File: config.mk
export PLATFORM = sky130hd
export DESIGN_NAME = z80_core
export DESIGN_NICKNAME = d
export VERILOG_FILES = /design/src/logic/z80_pkg.sv /design/src/logic/reg_file_if.sv /design/src/logic/insn_decoder.sv /design/src/logic/register_file.sv /design/src/logic/z80_sequencer.sv /design/src/logic/z80_core.sv
export VERILOG_INCLUDE_DIRS = /design/src /design/src/logic
export SDC_FILE = /design/constraint.sdc
export NUM_CORES = 1
export LEC_CHECK = 0
export BUFFER_PORTS_ARGS = -buffer_cell sky130_fd_sc_hd__buf_2
export CELL_PAD_IN_SITES_DETAIL_PLACEMENT = 1
export CELL_PAD_IN_SITES_GLOBAL_PLACEMENT = 2
export CORE_ASPECT_RATIO = 0.75
export CORE_MARGIN = 3
export CORE_UTILIZATION = 40
export DETAILED_ROUTE_END_ITERATION = 6
export PLACE_DENSITY_LB_ADDON = 0.1
export RECOVER_POWER = 100
export SYNTH_ARGS = -nofsm -noshare
export SYNTH_HDL_FRONTEND = slang
export SYNTH_SLANG_ARGS = --single-unit
export TNS_END_PERCENT = 30
File: constraint.sdc
create_clock -name clk -period 5.7 [get_ports clk]
set_input_delay 0.57 -clock clk [delete_from_list [all_inputs] [get_ports clk]]
set_output_delay 0.57 -clock clk [all_outputs]
set_load 0.05 [all_outputs]
File: src/logic/z80_defines.svh
`ifndef Z80_DEFINES_SVH
`define Z80_DEFINES_SVH

// Memory port widths
`define Z80_ADDR_W 16
`define Z80_DATA_W 8

// LD dd,nn and the (nn) loads are the longest kept instructions
`define Z80_INSN_MAX 3

// Execution starts at the bottom of memory
`define Z80_RESET_PC 16'h0000

`endif

File: src/logic/z80_pkg.sv
package z80_pkg;

    // Unprefixed load groups kept by the sequencer
    typedef enum logic [3:0] {
        GRP_NOP,
        GRP_LD_R_R,
        GRP_LD_R_N,
        GRP_LD_R_IND_HL,
        GRP_LD_IND_HL_R,
        GRP_LD_IND_HL_N,
        GRP_LD_A_IND_NN,
        GRP_LD_IND_NN_A,
        GRP_LD_DD_NN,
        GRP_UNKNOWN
    } insn_group_t;

    typedef enum logic [1:0] {
        ST_FETCH,
        ST_MEM,
        ST_DONE
    } seq_state_t;

    // Register field encoding as it appears in the opcode
    typedef enum logic [2:0] {
        REG_B      = 3'd0,
        REG_C      = 3'd1,
        REG_D      = 3'd2,
        REG_E      = 3'd3,
        REG_H      = 3'd4,
        REG_L      = 3'd5,
        REG_IND_HL = 3'd6,
        REG_A      = 3'd7
    } reg_sel_t;

    typedef enum logic [1:0] {
        PAIR_BC,
        PAIR_DE,
        PAIR_HL,
        PAIR_SP
    } pair_sel_t;

endpackage

File: src/logic/reg_file_if.sv
`include "z80_defines.svh"

interface reg_file_if;
    import z80_pkg::*;

    reg_sel_t rd_sel;
    logic [`Z80_DATA_W-1:0] rd_data;
    logic [`Z80_ADDR_W-1:0] hl;

    // wr_pair selects a 16 bit pair write over a single register write
    logic wr_en;
    logic wr_pair;
    reg_sel_t wr_sel;
    pair_sel_t wr_pair_sel;
    logic [2*`Z80_DATA_W-1:0] wr_data;

    modport seq (
        output rd_sel, wr_en, wr_pair, wr_sel, wr_pair_sel, wr_data,
        input  rd_data, hl
    );

    modport regs (
        input  rd_sel, wr_en, wr_pair, wr_sel, wr_pair_sel, wr_data,
        output rd_data, hl
    );
endinterface

File: src/logic/insn_decoder.sv
`include "z80_defines.svh"

module insn_decoder (
    input  logic [`Z80_DATA_W-1:0] opcode,
    output z80_pkg::insn_group_t group,
    output logic [1:0] length
);
    import z80_pkg::*;

    always_comb begin
        group = GRP_UNKNOWN;
        length = 2'd1;

        if (opcode == 8'h00) begin
            group = GRP_NOP;
        end else if (opcode == 8'h76) begin
            // HALT sits in the move row but is not a load
            group = GRP_UNKNOWN;
        end else if (opcode[7:6] == 2'b01) begin
            if (opcode[2:0] == REG_IND_HL) begin
                group = GRP_LD_R_IND_HL;
            end else if (opcode[5:3] == REG_IND_HL) begin
                group = GRP_LD_IND_HL_R;
            end else begin
                group = GRP_LD_R_R;
            end
        end else if (opcode[7:6] == 2'b00 && opcode[2:0] == 3'b110) begin
            length = 2'd2;
            if (opcode[5:3] == REG_IND_HL) begin
                group = GRP_LD_IND_HL_N;
            end else begin
                group = GRP_LD_R_N;
            end
        end else if (opcode[7:6] == 2'b00 && opcode[3:0] == 4'b0001) begin
            group = GRP_LD_DD_NN;
            length = 2'd3;
        end else if (opcode == 8'h32) begin
            group = GRP_LD_IND_NN_A;
            length = 2'd3;
        end else if (opcode == 8'h3a) begin
            group = GRP_LD_A_IND_NN;
            length = 2'd3;
        end
    end

endmodule

File: src/logic/register_file.sv
`include "z80_defines.svh"

module register_file (
    input logic clk,
    input logic reset,
    reg_file_if.regs rf
);
    import z80_pkg::*;

    logic [`Z80_DATA_W-1:0] reg_b;
    logic [`Z80_DATA_W-1:0] reg_c;
    logic [`Z80_DATA_W-1:0] reg_d;
    logic [`Z80_DATA_W-1:0] reg_e;
    logic [`Z80_DATA_W-1:0] reg_h;
    logic [`Z80_DATA_W-1:0] reg_l;
    logic [`Z80_DATA_W-1:0] reg_a;
    logic [2*`Z80_DATA_W-1:0] sp;

    assign rf.hl = {reg_h, reg_l};

    always_comb begin
        case (rf.rd_sel)
            REG_B:   rf.rd_data = reg_b;
            REG_C:   rf.rd_data = reg_c;
            REG_D:   rf.rd_data = reg_d;
            REG_E:   rf.rd_data = reg_e;
            REG_H:   rf.rd_data = reg_h;
            REG_L:   rf.rd_data = reg_l;
            REG_A:   rf.rd_data = reg_a;
            default: rf.rd_data = '0;
        endcase
    end

    always_ff @(posedge clk or posedge reset) begin
        if (reset) begin
            {reg_b, reg_c, reg_d, reg_e, reg_h, reg_l, reg_a} <= '0;
            sp <= '0;
        end else if (rf.wr_en && rf.wr_pair) begin
            // High byte goes to the first register of the pair
            case (rf.wr_pair_sel)
                PAIR_BC: {reg_b, reg_c} <= rf.wr_data;
                PAIR_DE: {reg_d, reg_e} <= rf.wr_data;
                PAIR_HL: {reg_h, reg_l} <= rf.wr_data;
                PAIR_SP: sp <= rf.wr_data;
            endcase
        end else if (rf.wr_en) begin
            case (rf.wr_sel)
                REG_B:   reg_b <= rf.wr_data[`Z80_DATA_W-1:0];
                REG_C:   reg_c <= rf.wr_data[`Z80_DATA_W-1:0];
                REG_D:   reg_d <= rf.wr_data[`Z80_DATA_W-1:0];
                REG_E:   reg_e <= rf.wr_data[`Z80_DATA_W-1:0];
                REG_H:   reg_h <= rf.wr_data[`Z80_DATA_W-1:0];
                REG_L:   reg_l <= rf.wr_data[`Z80_DATA_W-1:0];
                REG_A:   reg_a <= rf.wr_data[`Z80_DATA_W-1:0];
                default: ;
            endcase
        end
    end

endmodule

File: src/logic/z80_sequencer.sv
`include "z80_defines.svh"

module z80_sequencer (
    input  logic clk,
    input  logic reset,
    input  logic [`Z80_DATA_W-1:0] mem_data,
    output logic [`Z80_ADDR_W-1:0] addr,
    output logic read_mem,
    output logic write_mem,
    output logic [`Z80_DATA_W-1:0] write_data,
    output logic done,
    output logic [`Z80_DATA_W-1:0] opcode,
    input  z80_pkg::insn_group_t group,
    input  logic [1:0] length,
    reg_file_if.seq rf
);
    import z80_pkg::*;

    localparam int INSN_W = `Z80_INSN_MAX * `Z80_DATA_W;

    seq_state_t state;
    seq_state_t next_state;
    logic [`Z80_ADDR_W-1:0] pc;
    logic [`Z80_ADDR_W-1:0] next_pc;
    logic [`Z80_ADDR_W-1:0] next_addr;
    logic [2*`Z80_DATA_W-1:0] insn;
    logic [2*`Z80_DATA_W-1:0] next_insn;
    logic [INSN_W-1:0] cur_insn;
    logic [1:0] count;
    logic [1:0] next_count;
    logic [1:0] cur_len;
    logic next_read;
    logic next_write;
    logic [`Z80_DATA_W-1:0] next_wdata;
    logic [`Z80_DATA_W-1:0] imm8;
    logic [2*`Z80_DATA_W-1:0] imm16;
    logic finish;

    // Bytes collected so far, with the byte on the bus appended
    always_comb begin
        case (count)
            2'd0:    cur_insn = {16'h0000, mem_data};
            2'd1:    cur_insn = {8'h00, mem_data, insn[7:0]};
            2'd2:    cur_insn = {mem_data, insn};
            default: cur_insn = {8'h00, insn};
        endcase
    end

    assign cur_len = count + 2'd1;
    assign opcode = cur_insn[7:0];
    assign imm8 = cur_insn[15:8];
    assign imm16 = cur_insn[23:8];
    assign done = (state == ST_DONE);

    always_comb begin
        next_state = state;
        next_pc = pc;
        next_addr = addr;
        next_read = 1'b0;
        next_write = 1'b0;
        next_wdata = write_data;
        next_insn = insn;
        next_count = count;
        finish = 1'b0;
        rf.rd_sel = REG_A;
        rf.wr_en = 1'b0;
        rf.wr_pair = 1'b0;
        rf.wr_sel = REG_A;
        rf.wr_pair_sel = pair_sel_t'(cur_insn[5:4]);
        rf.wr_data = {8'h00, imm8};

        if (state == ST_MEM) begin
            // Read data for LD r,(HL) and LD A,(nn) is on the bus now
            if (group == GRP_LD_R_IND_HL || group == GRP_LD_A_IND_NN) begin
                rf.wr_en = 1'b1;
                rf.wr_data = {8'h00, mem_data};
            end
            if (group == GRP_LD_R_IND_HL) begin
                rf.wr_sel = reg_sel_t'(cur_insn[5:3]);
            end
            finish = 1'b1;
        end else begin
            next_pc = pc + 1'b1;
            next_addr = pc + 1'b1;
            next_read = 1'b1;
            next_insn = cur_insn[15:0];
            next_count = cur_len;
            next_state = ST_FETCH;

            if (cur_len == length) begin
                case (group)
                    GRP_LD_R_R: begin
                        rf.rd_sel = reg_sel_t'(cur_insn[2:0]);
                        rf.wr_en = 1'b1;
                        rf.wr_sel = reg_sel_t'(cur_insn[5:3]);
                        rf.wr_data = {8'h00, rf.rd_data};
                        finish = 1'b1;
                    end
                    GRP_LD_R_N: begin
                        rf.wr_en = 1'b1;
                        rf.wr_sel = reg_sel_t'(cur_insn[5:3]);
                        finish = 1'b1;
                    end
                    GRP_LD_DD_NN: begin
                        rf.wr_en = 1'b1;
                        rf.wr_pair = 1'b1;
                        rf.wr_data = imm16;
                        finish = 1'b1;
                    end
                    GRP_LD_R_IND_HL, GRP_LD_A_IND_NN: begin
                        next_addr = (group == GRP_LD_A_IND_NN) ? imm16 : rf.hl;
                        next_state = ST_MEM;
                    end
                    GRP_LD_IND_HL_R, GRP_LD_IND_HL_N, GRP_LD_IND_NN_A: begin
                        rf.rd_sel = (group == GRP_LD_IND_HL_R) ?
                                    reg_sel_t'(cur_insn[2:0]) : REG_A;
                        next_addr = (group == GRP_LD_IND_NN_A) ? imm16 : rf.hl;
                        next_wdata = (group == GRP_LD_IND_HL_N) ? imm8 : rf.rd_data;
                        next_read = 1'b0;
                        next_write = 1'b1;
                        next_state = ST_MEM;
                    end
                    // NOP and anything not decoded end after one byte
                    default: finish = 1'b1;
                endcase
            end
        end

        if (finish) begin
            next_state = ST_DONE;
            next_addr = next_pc;
            next_read = 1'b1;
            next_write = 1'b0;
            next_count = '0;
        end
    end

    always_ff @(posedge clk or posedge reset) begin
        if (reset) begin
            state <= ST_FETCH;
            pc <= `Z80_RESET_PC;
            addr <= `Z80_RESET_PC;
            read_mem <= 1'b1;
            write_mem <= 1'b0;
            count <= '0;
        end else begin
            state <= next_state;
            pc <= next_pc;
            addr <= next_addr;
            read_mem <= next_read;
            write_mem <= next_write;
            count <= next_count;
        end
    end

    always_ff @(posedge clk) begin
        insn <= next_insn;
        write_data <= next_wdata;
    end

endmodule

File: src/logic/z80_core.sv
`include "z80_defines.svh"

module z80_core (
    input  logic clk,
    input  logic reset,
    input  logic [`Z80_DATA_W-1:0] mem_data,
    output logic [`Z80_ADDR_W-1:0] addr,
    output logic read_mem,
    output logic write_mem,
    output logic [`Z80_DATA_W-1:0] write_data,
    output logic done
);
    import z80_pkg::*;

    logic [`Z80_DATA_W-1:0] opcode;
    insn_group_t group;
    logic [1:0] length;

    reg_file_if rf_bus ();

    z80_sequencer sequencer (
        .clk        (clk),
        .reset      (reset),
        .mem_data   (mem_data),
        .addr       (addr),
        .read_mem   (read_mem),
        .write_mem  (write_mem),
        .write_data (write_data),
        .done       (done),
        .opcode     (opcode),
        .group      (group),
        .length     (length),
        .rf         (rf_bus.seq)
    );

    insn_decoder decoder (
        .opcode (opcode),
        .group  (group),
        .length (length)
    );

    register_file registers (
        .clk   (clk),
        .reset (reset),
        .rf    (rf_bus.regs)
    );

endmodule

---- Word level (Yosys, flattened, before mapping) ----
Index checks and enable logic that the tools add are counted.
storage, ports and cells
  input bits .............................. 10
  word-level logic and storage cells ...... 174
  register bits ........................... 118
  output and inout bits ................... 27
cells by class
  reduce and logical (&&, ||, !) cells .... 30
  equal/unequal tests ..................... 38
  $add $sub $neg .......................... 2
  multiplexer cells ....................... 87
  bitwise logic cells ..................... 2
operators by type and width
  cell                                                                   count
  8-bit two-way mux                                                      26
  16-bit two-way mux                                                     8
  24-bit one-hot mux with 3 select lines                                 1
  16-bit one-hot mux with 2 select lines                                 2
  8-bit one-hot mux with 7 select lines                                  1
  4-bit two-way mux                                                      8
  3-bit two-way mux                                                      9
  3-bit equality test, second input constant                             8
  2-bit two-way mux                                                      12
  3-bit AND reduction                                                    8
  1-bit two-way mux                                                      19
  16-bit by 1-bit adder with 16-bit output, second input constant        1
  4-bit by 3-bit equality test with 1-bit output, second input constant  4
  8-bit by 6-bit equality test with 1-bit output, second input constant  2
  2-bit nonzero test                                                     7
  3-bit by 2-bit equality test with 1-bit output, second input constant  4
  2-bit by 1-bit equality test with 1-bit output, second input constant  4
  4-bit by 1-bit equality test with 1-bit output, second input constant  2
  4-bit by 2-bit equality test with 1-bit output, second input constant  2
  8-bit by 7-bit equality test with 1-bit output, second input constant  1
  8-bit logical NOT                                                      1
  2-bit equality test, second input constant                             3
  3-bit by 1-bit equality test with 1-bit output, second input constant  2
  2-bit logical NOT                                                      3
  other kinds (13)                                                       21

---- Depth between registers and ports, before layout ----
Gate-level depths: netlist of the first run.
  depth after elaboration ................. 23
  gate-level depth with buffers ........... 17
  gate-level depth less buffers ........... 12

---- By module ----
From an unflattened synthesis of the first run, not the netlist that was laid out.
second synthesis, totals
  cells, all modules ...................... 647
  area total of the unflattened synthesis .. 6907.9 um^2
by module, submodules not included
  module         times used  area each (um^2)  sequential area each (um^2)  cells each
  z80_sequencer  1           3827.4            1672.9                       390
  register_file  1           2896.5            1401.3                       230
  insn_decoder   1           183.9             0.0                          27

---- Least setup slack after synthesis of the first run ----
Ideal clock, no wire load.
  path type ............................... register to register
  start ................................... register sequencer.count[0]
  end ..................................... register registers.reg_c[0]
  arrival time ............................ 4.117 ns
  stages on the path, launching flop included .. 16
  path slack .............................. 1.458 ns
  required time ........................... 5.575 ns
  path through ............................ dfrtp_1 > clkbuf_1 > inv_1 > ha_1 > buf_2 > buf_2 > o32ai_1 > o2111ai_1 > o21a_1 > buf_2 > or3_1 > buf_2 > a2111oi_4 > a21oi_1 > o41ai_4 > mux2_2
between the ends
  cells in the longest elaborated chain, start to end .. 23
  elaborated cells on any way between the ends .. 84
  classes of those cells .................. 1 x add/sub; 26 x eq/ne; 42 x mux; 15 x reduce/logical
RTL lines
  item                                               RTL line              RTL
  from (decl)                                        z80_sequencer.sv:29   logic [1:0] count;
  from (signal assigned)                             z80_sequencer.sv:152  count <= next_count;
  2-bit equality test, or another cell as far along  z80_sequencer.sv:41   case (count)
  24-bit one-hot mux with 3 select lines             z80_sequencer.sv:41
  8-bit by 6-bit equality test with 1-bit output     insn_decoder.sv:40    end else if (opcode == 8'h3a) begin
  4-bit two-way mux                                  insn_decoder.sv:40
  4-bit two-way mux                                  insn_decoder.sv:37    end else if (opcode == 8'h32) begin
  4-bit two-way mux                                  insn_decoder.sv:34    end else if (opcode[7:6] == 2'b00 && opcode[3:0] == 4'b0001) begin
  4-bit two-way mux                                  insn_decoder.sv:27    end else if (opcode[7:6] == 2'b00 && opcode[2:0] == 3'b110) begin
  4-bit two-way mux                                  insn_decoder.sv:19    end else if (opcode[7:6] == 2'b01) begin
  (+7 left out)                                      -
  3-bit equality test, or another cell as far along  register_file.sv:22   case (rf.rd_sel)
  8-bit one-hot mux with 7 select lines              register_file.sv:22
  16-bit one-hot mux with 2 select lines             z80_sequencer.sv:91   case (group)
  16-bit two-way mux                                 z80_sequencer.sv:90   if (cur_len == length) begin
  16-bit two-way mux                                 z80_sequencer.sv:72   if (state == ST_MEM) begin
  8-bit two-way mux                                  register_file.sv:47   case (rf.wr_sel)
  8-bit two-way mux                                  register_file.sv:46   end else if (rf.wr_en) begin
  8-bit two-way mux                                  register_file.sv:38   end else if (rf.wr_en && rf.wr_pair) begin
  to (signal assigned)                               register_file.sv:41   PAIR_BC: {reg_b, reg_c} <= rf.wr_data;
  to (signal assigned)                               register_file.sv:49   REG_C: reg_c <= rf.wr_data[`Z80_DATA_W-1:0];
  to (decl)                                          register_file.sv:11   logic [`Z80_DATA_W-1:0] reg_c;
Several ways; a longest one is shown, not always the timed one. The select of a mux whose other input is x is not followed.
A chain may end at the register's enable or synchronous reset.

---- Final worst setup path of the first run ----
  start ................................... register sequencer.count[0]
  end ..................................... register registers.reg_d[2]
between the ends
  cells in the longest elaborated chain, start to end .. 23
  elaborated cells on any way between the ends .. 84
  classes of those cells .................. 1 x add/sub; 27 x eq/ne; 42 x mux; 14 x reduce/logical
RTL lines
  item                                               RTL line             RTL
  2-bit equality test, or another cell as far along  z80_sequencer.sv:41
  24-bit one-hot mux with 3 select lines             z80_sequencer.sv:41
  8-bit by 6-bit equality test with 1-bit output     insn_decoder.sv:40
  4-bit two-way mux                                  insn_decoder.sv:40
  4-bit two-way mux                                  insn_decoder.sv:37
  4-bit two-way mux                                  insn_decoder.sv:34
  4-bit two-way mux                                  insn_decoder.sv:27
  4-bit two-way mux                                  insn_decoder.sv:19
  (+7 left out)                                      -
  3-bit equality test, or another cell as far along  register_file.sv:22
  8-bit one-hot mux with 7 select lines              register_file.sv:22
  16-bit one-hot mux with 2 select lines             z80_sequencer.sv:91
  16-bit two-way mux                                 z80_sequencer.sv:90
  16-bit two-way mux                                 z80_sequencer.sv:72
  8-bit two-way mux                                  register_file.sv:47
  8-bit two-way mux                                  register_file.sv:46
  8-bit two-way mux                                  register_file.sv:38
  to (signal assigned)                               register_file.sv:42  PAIR_DE: {reg_d, reg_e} <= rf.wr_data;
  to (signal assigned)                               register_file.sv:50  REG_D: reg_d <= rf.wr_data[`Z80_DATA_W-1:0];
  to (decl)                                          register_file.sv:12  logic [`Z80_DATA_W-1:0] reg_d;
Several ways; a longest one is shown, not always the timed one. The select of a mux whose other input is x is not followed.

==> results.json, run 1 <==
{
  "synth_cell_types": 68,
  "crit_fanout": 12,
  "yosys.area.top_type": "dfrtp_1",
  "min_path_type": "input pin to asynchronous set/reset pin",
  "top_layer": "met4",
  "syn_inst": 684,
  "syn_area_per_cell_um2": 9.925,
  "vias": 6252,
  "violations": "max-capacitance violations, max-slew violations",
  "fin_worst_skew_ns": 0.01412,
  "initial_core_util_pct": 41.61,
  "nNetsFinal": 748,
  "path_buf_inv": 2,
  "diodes": 0,
  "worst_pin_slew_ns": 3.512,
  "dp.final_hpwl_mm": 19.11,
  "ctsLongestPathBuffers": 2,
  "tns_ns": 0,
  "swShare_pct": 50.51,
  "yosys-top-cells-area": "dfrtp_1, edfxtp_1, mux2_2",
  "cts_inserted_buffers": 17,
  "grt_usage_pct": 28.30,
  "routed_wirelength_mm": 25.90,
  "pin_count": 37,
  "drt_first_pass_iters": 5,
  "seq_area_mm2": 0.003074,
  "p_leak_nw": 3.361,
  "chipHeight_um": 118.8,
  "power_density_mw_per_mm2": 693.1,
  "grt_pass1_wl_mm": 39.45,
  "synth_edf_count": 24,
  "cp_data_required_time_ns": 6.07,
  "critPathKind": "flop to flop",
  "yosysTopAreaCellShare_pct": 34.28,
  "synth_nets": 699,
  "synth_seq_cells": 118,
  "ys_warn_count": 0,
  "crit_top_cell": "o31ai_1",
  "dieArea_mm2": 0.01859,
  "slowest_stage": "a222oi_1",
  "gp_congestion": 0.9750,
  "setup_viol": 0,
  "status": "complete, but fails checks",
  "wl_met2_mm": 11.32,
  "via_per_inst": 6.540,
  "area_delta_synth_final_pct": 15.15,
  "port_buffers": 36,
  "yosys_most_used_dff": "dfrtp_1",
  "fillers": 1848,
  "cts_resized": 0,
  "antenna_left": 0,
  "period_needed_ns": 5.375,
  "slew_viol_final": 135,
  "cpLargestDelayFamily": "compound AO/OA/AOI/OAI gates",
  "slowest_delay_ns": 0.91,
  "path_cells": "inv_1 -> ha_1 -> buf_4 -> o31ai_1 -> o2111ai_1 -> a2bb2oi_1 -> o21a_1 -> or3_1 -> a2111oi_2 -> o31ai_1 -> a222oi_1 -> mux2_2",
  "r2r_setup_slack_ns": 0.33,
  "wl_met1_mm": 12.20,
  "hold_buffers": 0,
  "clk_pin_slew_worst_paths_ns": 0.07,
  "setup_ws_ns": 0.3253,
  "seq_area_frac_synth_pct": 45.28,
  "arrival_ns": 5.75,
  "final_hold_viol_count": 0,
  "drtIter0Drc": 508,
  "wl_met3_mm": 1.672,
  "multiInputGateArea_mm2": 0.003471,
  "grt_max_degree": 64,
  "rsz0062_at_grt": "false",
  "grt_pass1_vias": 6375,
  "rows": 40,
  "synthArstFlopShare_pct": 79.66,
  "core_area_mm2": 0.01632,
  "vdd_drop_max_uv": 277.5,
  "netlist_area_mm2": 0.006789,
  "cts_tree": "built",
  "grt_overflow_total": 0,
  "yosys-top-cells-count": "dfrtp_1, nand2_1, nor2_1",
  "die_x_um": 156.4,
  "p_seq_share_pct": 26.0,
  "cts_root_buffer": "clkbuf_16",
  "antenna_found_initial": 0,
  "combinationalPowerShare_pct": 53.4,
  "drc": 0,
  "post_cts_buffers": 0,
  "clock_sinks": 118,
  "r2r-start": "sequencer.count[0]",
  "switchingPower_mw": 2.737,
  "start_kind": "flop",
  "r2r-end": "registers.reg_d[2]",
  "cap_viol_max_count": 3,
  "drive_gt1_share_pct": 14.75,
  "fmaxAchievable_ghz": 0.1861,
  "worstSkewPairLatency_ns": 0.43,
  "htreeDepth": 4,
  "crit_path_end_kind": "flop",
  "layout_worst_path_cycle_share_pct": 94.29,
  "synth.most_common_cell": "dfrtp_1",
  "reg2reg_depth": 12,
  "dp_slack_ns": 0.6882,
  "relSlewSlack_pct": -134.2,
  "clockPowerShare_pct": 20.6,
  "wl_per_cell_um": 27.09,
  "p_int_mw": 2.682
}
## power groups by stage
stage	combinational (mW)	sequential, mW	clock, mW
floorplan	1.79	1.47	0
CTS	2.91	1.40	1.13
finish	2.89	1.41	1.11
global route	3.11	1.43	1.17
detailed placement	2.88	1.41	0
global placement	2.83	1.40	0
## through the flow
| step | instance area (um2) | hold WS, ns | instances | power (mW) | util, % |
|---|---|---|---|---|---|
| floorplan | 6789 | 0.4640 | 684 | 3.255 | - |
| global placement | 7310 | 0.4827 | 924 | 4.229 | 44.80 |
| detailed placement | 7310 | 0.4963 | 924 | 4.286 | 44.80 |
| CTS | 7909 | 0.1674 | 956 | 5.441 | 48.47 |
| global route | 7818 | 0.5225 | 956 | 5.712 | 47.91 |
| finish | 7818 | 0.4979 | 956 | 5.418 | 47.91 |
## final cells by class
class / count / share of cell area [%]
clock inverters: 14 / 1.905
repair buffers: 64 / 3.937
inverters: 27 / 1.312
clock buffers: 18 / 5.762
flip-flops and latches: 118 / 39.32
multi-input cells: 505 / 44.40
well taps: 210 / 3.361
## layer usage
| layer | vias to the layer above | GRT usage [%] |
|---|---|---|
| met5 | - | 0 |
| met4 | 0 | 9.513 |
| met3 | 50 | 5.594 |
| met2 | 238 | 40.88 |
| met1 | 3262 | 42.32 |
| li1 | 2702 | - |
## state kept, by name, indices dropped and copies added (netlist names)
register,cells
sequencer.addr,16
sequencer.insn,16
sequencer.pc,16
registers.reg_a,8
registers.reg_b,8
registers.reg_c,8
registers.reg_d,8
registers.reg_e,8
registers.reg_h,8
registers.reg_l,8
sequencer.write_data,8
sequencer.count,2
sequencer.state,2
sequencer.read_mem,1
sequencer.write_mem,1
## cell families after synthesis
group           count (synthesis)  synth area share [%]
simple gates                  210                 15.11
fa+ha+maj                       5                0.9215
buf+inv                        61                 3.520
compound gates                208                 22.61
mux                            62                 9.971
xor+xnor                       20                 2.580
flops                         118                 45.28
## worst reg2reg max path, cell delays in order, from the launching register on
cell and delay, ns:
dfrtp_1 0.57, inv_1 0.14, ha_1 0.32, buf_4 0.22
o31ai_1 0.50, o2111ai_1 0.34, a2bb2oi_1 0.23, o21a_1 0.32
or3_1 0.57, a2111oi_2 0.62, o31ai_1 0.26, a222oi_1 0.91
mux2_2 0.30
## worst max path at each step
| stage | start | end | slack (ns) | cells past startpoint |
|---|---|---|---|---|
| 3_3_place_gp | sequencer.count[0] | registers.reg_c[0] | 0.88 | 12 |
| 4_1_cts | sequencer.count[0] | registers.reg_c[1] | 0.62 | 10 |
| 6_report | sequencer.count[0] | registers.reg_d[2] | 0.33 | 12 |
| 3_5_place_dp | sequencer.count[0] | registers.reg_c[1] | 0.69 | 10 |
| 5_1_grt | sequencer.count[0] | registers.reg_c[5] | 0.19 | 12 |
| 2_1_floorplan | sequencer.count[0] | registers.reg_c[0] | 1.46 | 15 |
## layout by cell type, fill, tap and decap left out, types with 6 or more instances in the layout
| cell | Yosys | final |
|---|---|---|
| nor2_1 | 49 | 49 |
| a22o_1 | 9 | 9 |
| nor3_1 | 21 | 21 |
| xor2_1 | 11 | 11 |
| nand2_1 | 62 | 62 |
| nand3b_1 | 6 | 6 |
| and3_1 | 12 | 12 |
| nor4_1 | 6 | 6 |
| dfrtp_1 | 93 | 93 |
| mux2_2 | 45 | 45 |
| clkbuf_1 | 22 | 40 |
| o31ai_1 | 9 | 10 |
| xnor2_1 | 9 | 9 |
| a21oi_1 | 31 | 31 |
| inv_1 | 25 | 24 |
| a31oi_1 | 7 | 7 |
| o21ai_0 | 45 | 45 |
| a311oi_1 | 8 | 8 |
| clkbuf_16 | 0 | 18 |
| and3b_1 | 6 | 6 |
| nand2b_1 | 7 | 7 |
| edfxtp_1 | 24 | 24 |
| buf_4 | 0 | 15 |
| buf_2 | 8 | 9 |
| o211ai_1 | 10 | 10 |
| mux2i_1 | 17 | 17 |
| a22oi_1 | 17 | 17 |
| nand3_1 | 20 | 20 |
| a221oi_1 | 9 | 9 |
No activity file was read; power rests on OpenSTA's default activity.
==> run 2: changes to the inputs <==
- CORE_UTILIZATION: 40 -> 36
- SLEW_MARGIN: not set -> 20
- clock period: 5.7 -> 4.9 ns (I/O delays scaled with it)
==> results.json, run 2 (synthesized netlist as in run 1, its figures left out) <==
{
  "status": "complete, but fails checks",
  "violations": "max-capacitance violations, max-slew violations",
  "path_buf_inv": 2,
  "drive_gt1_share_pct": 16.58,
  "min_path_type": "input pin to asynchronous set/reset pin",
  "cts_root_buffer": "clkbuf_16",
  "clk_pin_slew_worst_paths_ns": 0.06,
  "p_leak_nw": 3.417,
  "grt_overflow_total": 0,
  "cts_inserted_buffers": 17,
  "cp_data_required_time_ns": 5.21,
  "core_area_mm2": 0.01808,
  "grt_usage_pct": 25.94,
  "drtIter0Drc": 612,
  "placedCellCount": 962,
  "pin_count": 37,
  "drt_first_pass_iters": 6,
  "finalNonFillerCells": 996,
  "path_cells": "inv_1 -> ha_1 -> o31a_1 -> a211oi_2 -> a2bb2oi_1 -> o21a_1 -> or3_1 -> a2111oi_4 -> o21ai_0 -> o41ai_4 -> buf_4 -> mux2_2",
  "final_cell_mix": "dfrtp_1, nand2_1, nor2_1, o21ai_0, mux2_2",
  "largestRegisters": "sequencer.addr x16, sequencer.insn x16, sequencer.pc x16",
  "dieArea_mm2": 0.02056,
  "slew_viol_final": 48,
  "cts_tree": "built",
  "power_density_mw_per_mm2": 793.2,
  "whs_ns": 0.3053,
  "period_needed_ns": 4.578,
  "tns_ns": 0,
  "routed_wirelength_mm": 26.15,
  "port_buffers": 36,
  "gp_congestion": 0.9126,
  "nNetsFinal": 756,
  "rows": 42,
  "chipHeight_um": 124.9,
  "slowest_delay_ns": 0.56,
  "final_common_cell": "dfrtp_1",
  "arrival_ns": 4.89,
  "diodes": 0,
  "dp_slack_ns": 0.2538,
  "critPathKind": "flop to flop",
  "grt_pass1_wl_mm": 39.83,
  "layout_worst_path_cycle_share_pct": 93.43,
  "htreeDepth": 4,
  "worstSkewPairLatency_ns": 0.43,
  "grt_max_degree": 75,
  "final_hold_viol_count": 0,
  "area_delta_synth_final_pct": 16.64,
  "reg2reg_depth": 12,
  "antenna_found_initial": 0,
  "cap_viol_max_count": 1,
  "slowest_stage": "or3_1",
  "drc": 0,
  "vias": 6205,
  "worst_pin_slew_ns": 2.735,
  "rsz0062_at_grt": "true",
  "setup_viol": 0,
  "ctsLongestPathBuffers": 2,
  "dp.final_hpwl_mm": 19.17,
  "via_per_inst": 6.230,
  "relSlewSlack_pct": -82.36,
  "wl_per_cell_um": 26.26,
  "clock_sinks": 118,
  "die_x_um": 164.6,
  "r2r_setup_slack_ns": 0.32,
  "antenna_left": 0,
  "fmaxAchievable_ghz": 0.2184,
  "start_kind": "flop",
  "r2r-start": "sequencer.count[0]",
  "setup_ws_ns": 0.3219,
  "initial_core_util_pct": 37.56,
  "cpLargestDelayFamily": "compound AO/OA/AOI/OAI gates",
  "vdd_drop_max_uv": 357.3,
  "r2r-end": "registers.reg_c[1]",
  "fin_worst_skew_ns": 0.008202,
  "grt_pass1_vias": 6339,
  "crit_path_end_kind": "flop",
  "crit_fanout": 11
}
-- run 2: stage by stage --
stage | utilization (%) | instance area, um2 | total power, mW
after detailed placement | 40.91 | 7395 | 5.010
after global routing | 43.81 | 7919 | 6.659
final | 43.81 | 7919 | 6.281
after CTS | 44.07 | 7966 | 6.287
after floorplan | - | 6789 | 3.787
after global placement | 40.91 | 7395 | 4.958
-- run 2: area by class of cell --
cell class | count | area [um2]
Clock buffer | 17 | 425.4
Clock inverter | 15 | 146.4
Fill cell | 2090 | 10160
Inverter | 27 | 102.6
Multi-Input combinational cell | 505 | 3486
Sequential cell | 118 | 3074
Tap cell | 242 | 302.8
Timing Repair Buffer | 72 | 381.6
-- run 2: routing by layer --
metal,routed length [um],track usage [%],vias to the layer above
li1,-,-,2720
met1,12520,38.67,3209
met2,11110,36.87,240
met3,1991,6.812,36
met4,529,7.544,0
met5,0,0,-
-- run 2: power by group --
group / switching, mW / internal [mW]
Sequential: 0.253 / 1.37
Clock: 0.536 / 0.710
Combinational: 2.37 / 1.05
-- run 2: worst register-to-register path, delay by kind of cell (launching register included) --
family	cells	cell delay, ns
AO/OA/AOI/OAI	7	2.45
adder cells (fa/ha/maj)	1	0.35
AND/OR/NAND/NOR	1	0.56
buffers and inverters	2	0.34
multiplexers	1	0.35
flip-flops	1	0.41
-- run 2: repair_timing --
item / in CTS / in global routing
resized for setup: 0 / 2
setup endpoints to repair: 0 / 22
hold buffers: 0 / 0
buffers inserted: 0 / 1
-- run 2: how the worst max path moves through the flow --
| stage | slack [ns] | cells after the start | from | end |
|---|---|---|---|---|
| 6_report | 0.32 | 12 | sequencer.count[0] | registers.reg_c[1] |
| 5_1_grt | -0.02 | 12 | sequencer.count[0] | registers.reg_c[1] |
| 4_1_cts | 0.22 | 10 | sequencer.count[0] | registers.reg_c[5] |
| 3_5_place_dp | 0.25 | 10 | sequencer.count[0] | registers.reg_c[5] |
| 3_3_place_gp | 0.49 | 10 | sequencer.count[0] | registers.reg_c[7] |
| 2_1_floorplan | 0.66 | 15 | sequencer.count[0] | registers.reg_c[0] |
==> run 3: changes to the inputs <==
- CORE_UTILIZATION: 36 -> 37
- CTS_BUF_LIST: not set -> sky130_fd_sc_hd__clkbuf_2 sky130_fd_sc_hd__clkbuf_4 sky130_fd_sc_hd__clkbuf_8
==> results.json, run 3 (synthesized netlist as in run 1, its figures left out) <==
{
  "status": "complete, but fails checks",
  "violations": "max-capacitance violations, max-slew violations",
  "cts_tree": "built",
  "area_delta_synth_final_pct": 15.17,
  "fin_worst_skew_ns": 0.01348,
  "rsz0062_at_grt": "false",
  "vdd_drop_max_uv": 324.0,
  "wl_per_cell_um": 27.19,
  "crit_fanout": 14,
  "chipHeight_um": 123.3,
  "htreeDepth": 4,
  "post-route-util_pct": 43.89,
  "tns_ns": 0,
  "drtIter0Drc": 649,
  "dieArea_mm2": 0.02003,
  "met2_usage_pct": 38.48,
  "routed_wirelength_mm": 27.22,
  "die_x_um": 162.4,
  "rows": 42,
  "critPathKind": "flop to flop",
  "dp.final_hpwl_mm": 19.77,
  "final_cell_mix": "dfrtp_1, nand2_1, nor2_1, mux2_2, o21ai_0",
  "fmaxAchievable_ghz": 0.2161,
  "pin_count": 37,
  "start_kind": "flop",
  "slew_viol_final": 111,
  "p_leak_nw": 3.347,
  "crit_top_cell": "o211ai_1",
  "initial_core_util_pct": 38.11,
  "min_path_type": "input pin to flop",
  "grt_overflow_total": 0,
  "diodes": 0,
  "period_needed_ns": 4.627,
  "crit_path_end_kind": "flop",
  "seq_area_mm2": 0.003075,
  "gp_congestion": 0.9587,
  "fillers": 2002,
  "cts_inserted_buffers": 17,
  "cap_viol_max_count": 2,
  "busiest_layer": "met1",
  "relSlewSlack_pct": -131.9,
  "multiInputGateArea_mm2": 0.003482,
  "grt_usage_pct": 28.01,
  "met1_usage_pct": 41.86,
  "vias": 6267,
  "nNetsFinal": 761,
  "globalRouteMet3Util_pct": 7.100,
  "cp_data_required_time_ns": 5.31,
  "path_cells": "inv_1 -> ha_1 -> o31ai_1 -> o21a_2 -> clkinv_1 -> clkbuf_1 -> o211ai_1 -> a2bb2oi_1 -> clkbuf_2 -> o211ai_1 -> a222oi_1 -> mux2_2",
  "port_buffers": 36,
  "via_per_inst": 6.261,
  "grt_pass1_vias": 6212,
  "core_area_mm2": 0.01781,
  "arrival_ns": 5.04,
  "drc": 0,
  "clock_sinks": 118,
  "layout_worst_path_cycle_share_pct": 94.44,
  "clk_pin_slew_worst_paths_ns": 0.08,
  "hold_buffers": 0,
  "grt_pass1_wl_mm": 40.61,
  "slowest_stage": "a2bb2oi_1",
  "antenna_left": 0,
  "setup_viol": 0,
  "grt_max_degree": 74,
  "drt_first_pass_iters": 7,
  "antenna_found_initial": 0,
  "drive_gt1_share_pct": 16.86,
  "final_common_cell": "dfrtp_1",
  "largestRegisters": "sequencer.addr x16, sequencer.insn x16, sequencer.pc x16",
  "ctsLongestPathBuffers": 2,
  "slowest_delay_ns": 0.69,
  "whs_ns": 0.3873,
  "cts_root_buffer": "clkbuf_8",
  "power_density_mw_per_mm2": 783.5,
  "worst_pin_slew_ns": 3.459,
  "final_hold_viol_count": 0,
  "worstSkewPairLatency_ns": 0.47
}
-- run 3: cell count changes in the layout (fill, tap and decap cells not counted), moves of 2 or more --
cell / delta
bufinv_16: +2
clkbuf_8: +17
buf_4: -2
inv_6: -2
clkbuf_1: +4
buf_12: +2
clkbuf_16: -17
-- run 3: final timing paths --
kind                               startpoint            endpoint  slack [ns]  cells past startpoint
setup / recovery           sequencer.count[0]  registers.reg_d[7]        0.27                     12
min in group asynchronous               reset  registers.reg_b[7]        1.00                      2
setup reg to reg           sequencer.count[0]  registers.reg_d[7]        0.27                     12
hold / removal                    mem_data[3]  registers.reg_b[3]        0.39                      3
hold reg to reg              sequencer.pc[15]    sequencer.pc[15]        0.51                      1
max in group asynchronous               reset  registers.reg_b[2]        1.72                      3
-- run 3: metrics by stage --
| stage | instances | instance area, um2 | total power, mW | setup WS [ns] |
|---|---|---|---|---|
| final | 1001 | 7819 | 6.126 | 0.2726 |
| after global routing | 1001 | 7819 | 6.465 | 0.05500 |
| after CTS | 999 | 7861 | 6.089 | 0.1201 |
| after detailed placement | 967 | 7432 | 5.056 | 0.1470 |
| after global placement | 967 | 7432 | 5.018 | 0.2323 |
| after floorplan | 684 | 6789 | 3.787 | 0.6582 |
-- run 3: worst max-delay path: cells and delay by family (launching register included) --
family	cells	cell delay, ns
multiplexers	1	0.26
adder cells (fa/ha/maj)	1	0.39
buffers and inverters	4	0.82
flip-flops	1	0.51
AO/OA/AOI/OAI	6	2.58
-- run 3: area by class of cell --
type                            instances  area share, %
Inverter                               27          1.312
Tap cell                              242          3.873
Multi-Input combinational cell        505          44.54
Timing Repair Buffer                   77          5.457
Sequential cell                       118          39.33
Clock buffer                           17          2.992
Clock inverter                         15          2.496
-- run 3: repair_timing --
action                                  in CTS  in global routing
setup buffers                                0                  2
gates resized for setup                      0                  7
endpoints found under the setup margin       0                 29
-- run 3: power breakdown --
| group | internal, mW | leakage [nW] | switching [mW] |
|---|---|---|---|
| combinational | 1.07 | 1.64 | 2.39 |
| clock | 0.517 | 0.215 | 0.495 |
| sequential | 1.37 | 1.49 | 0.285 |
-- run 3: metal layers --
layer	part of all wire, %	up-vias	routed length [um]
met1	48	3185	13050
met4	3.0	0	814
li1	-	2733	-
met2	41	301	11090
met5	0	-	0
met3	8.3	48	2264
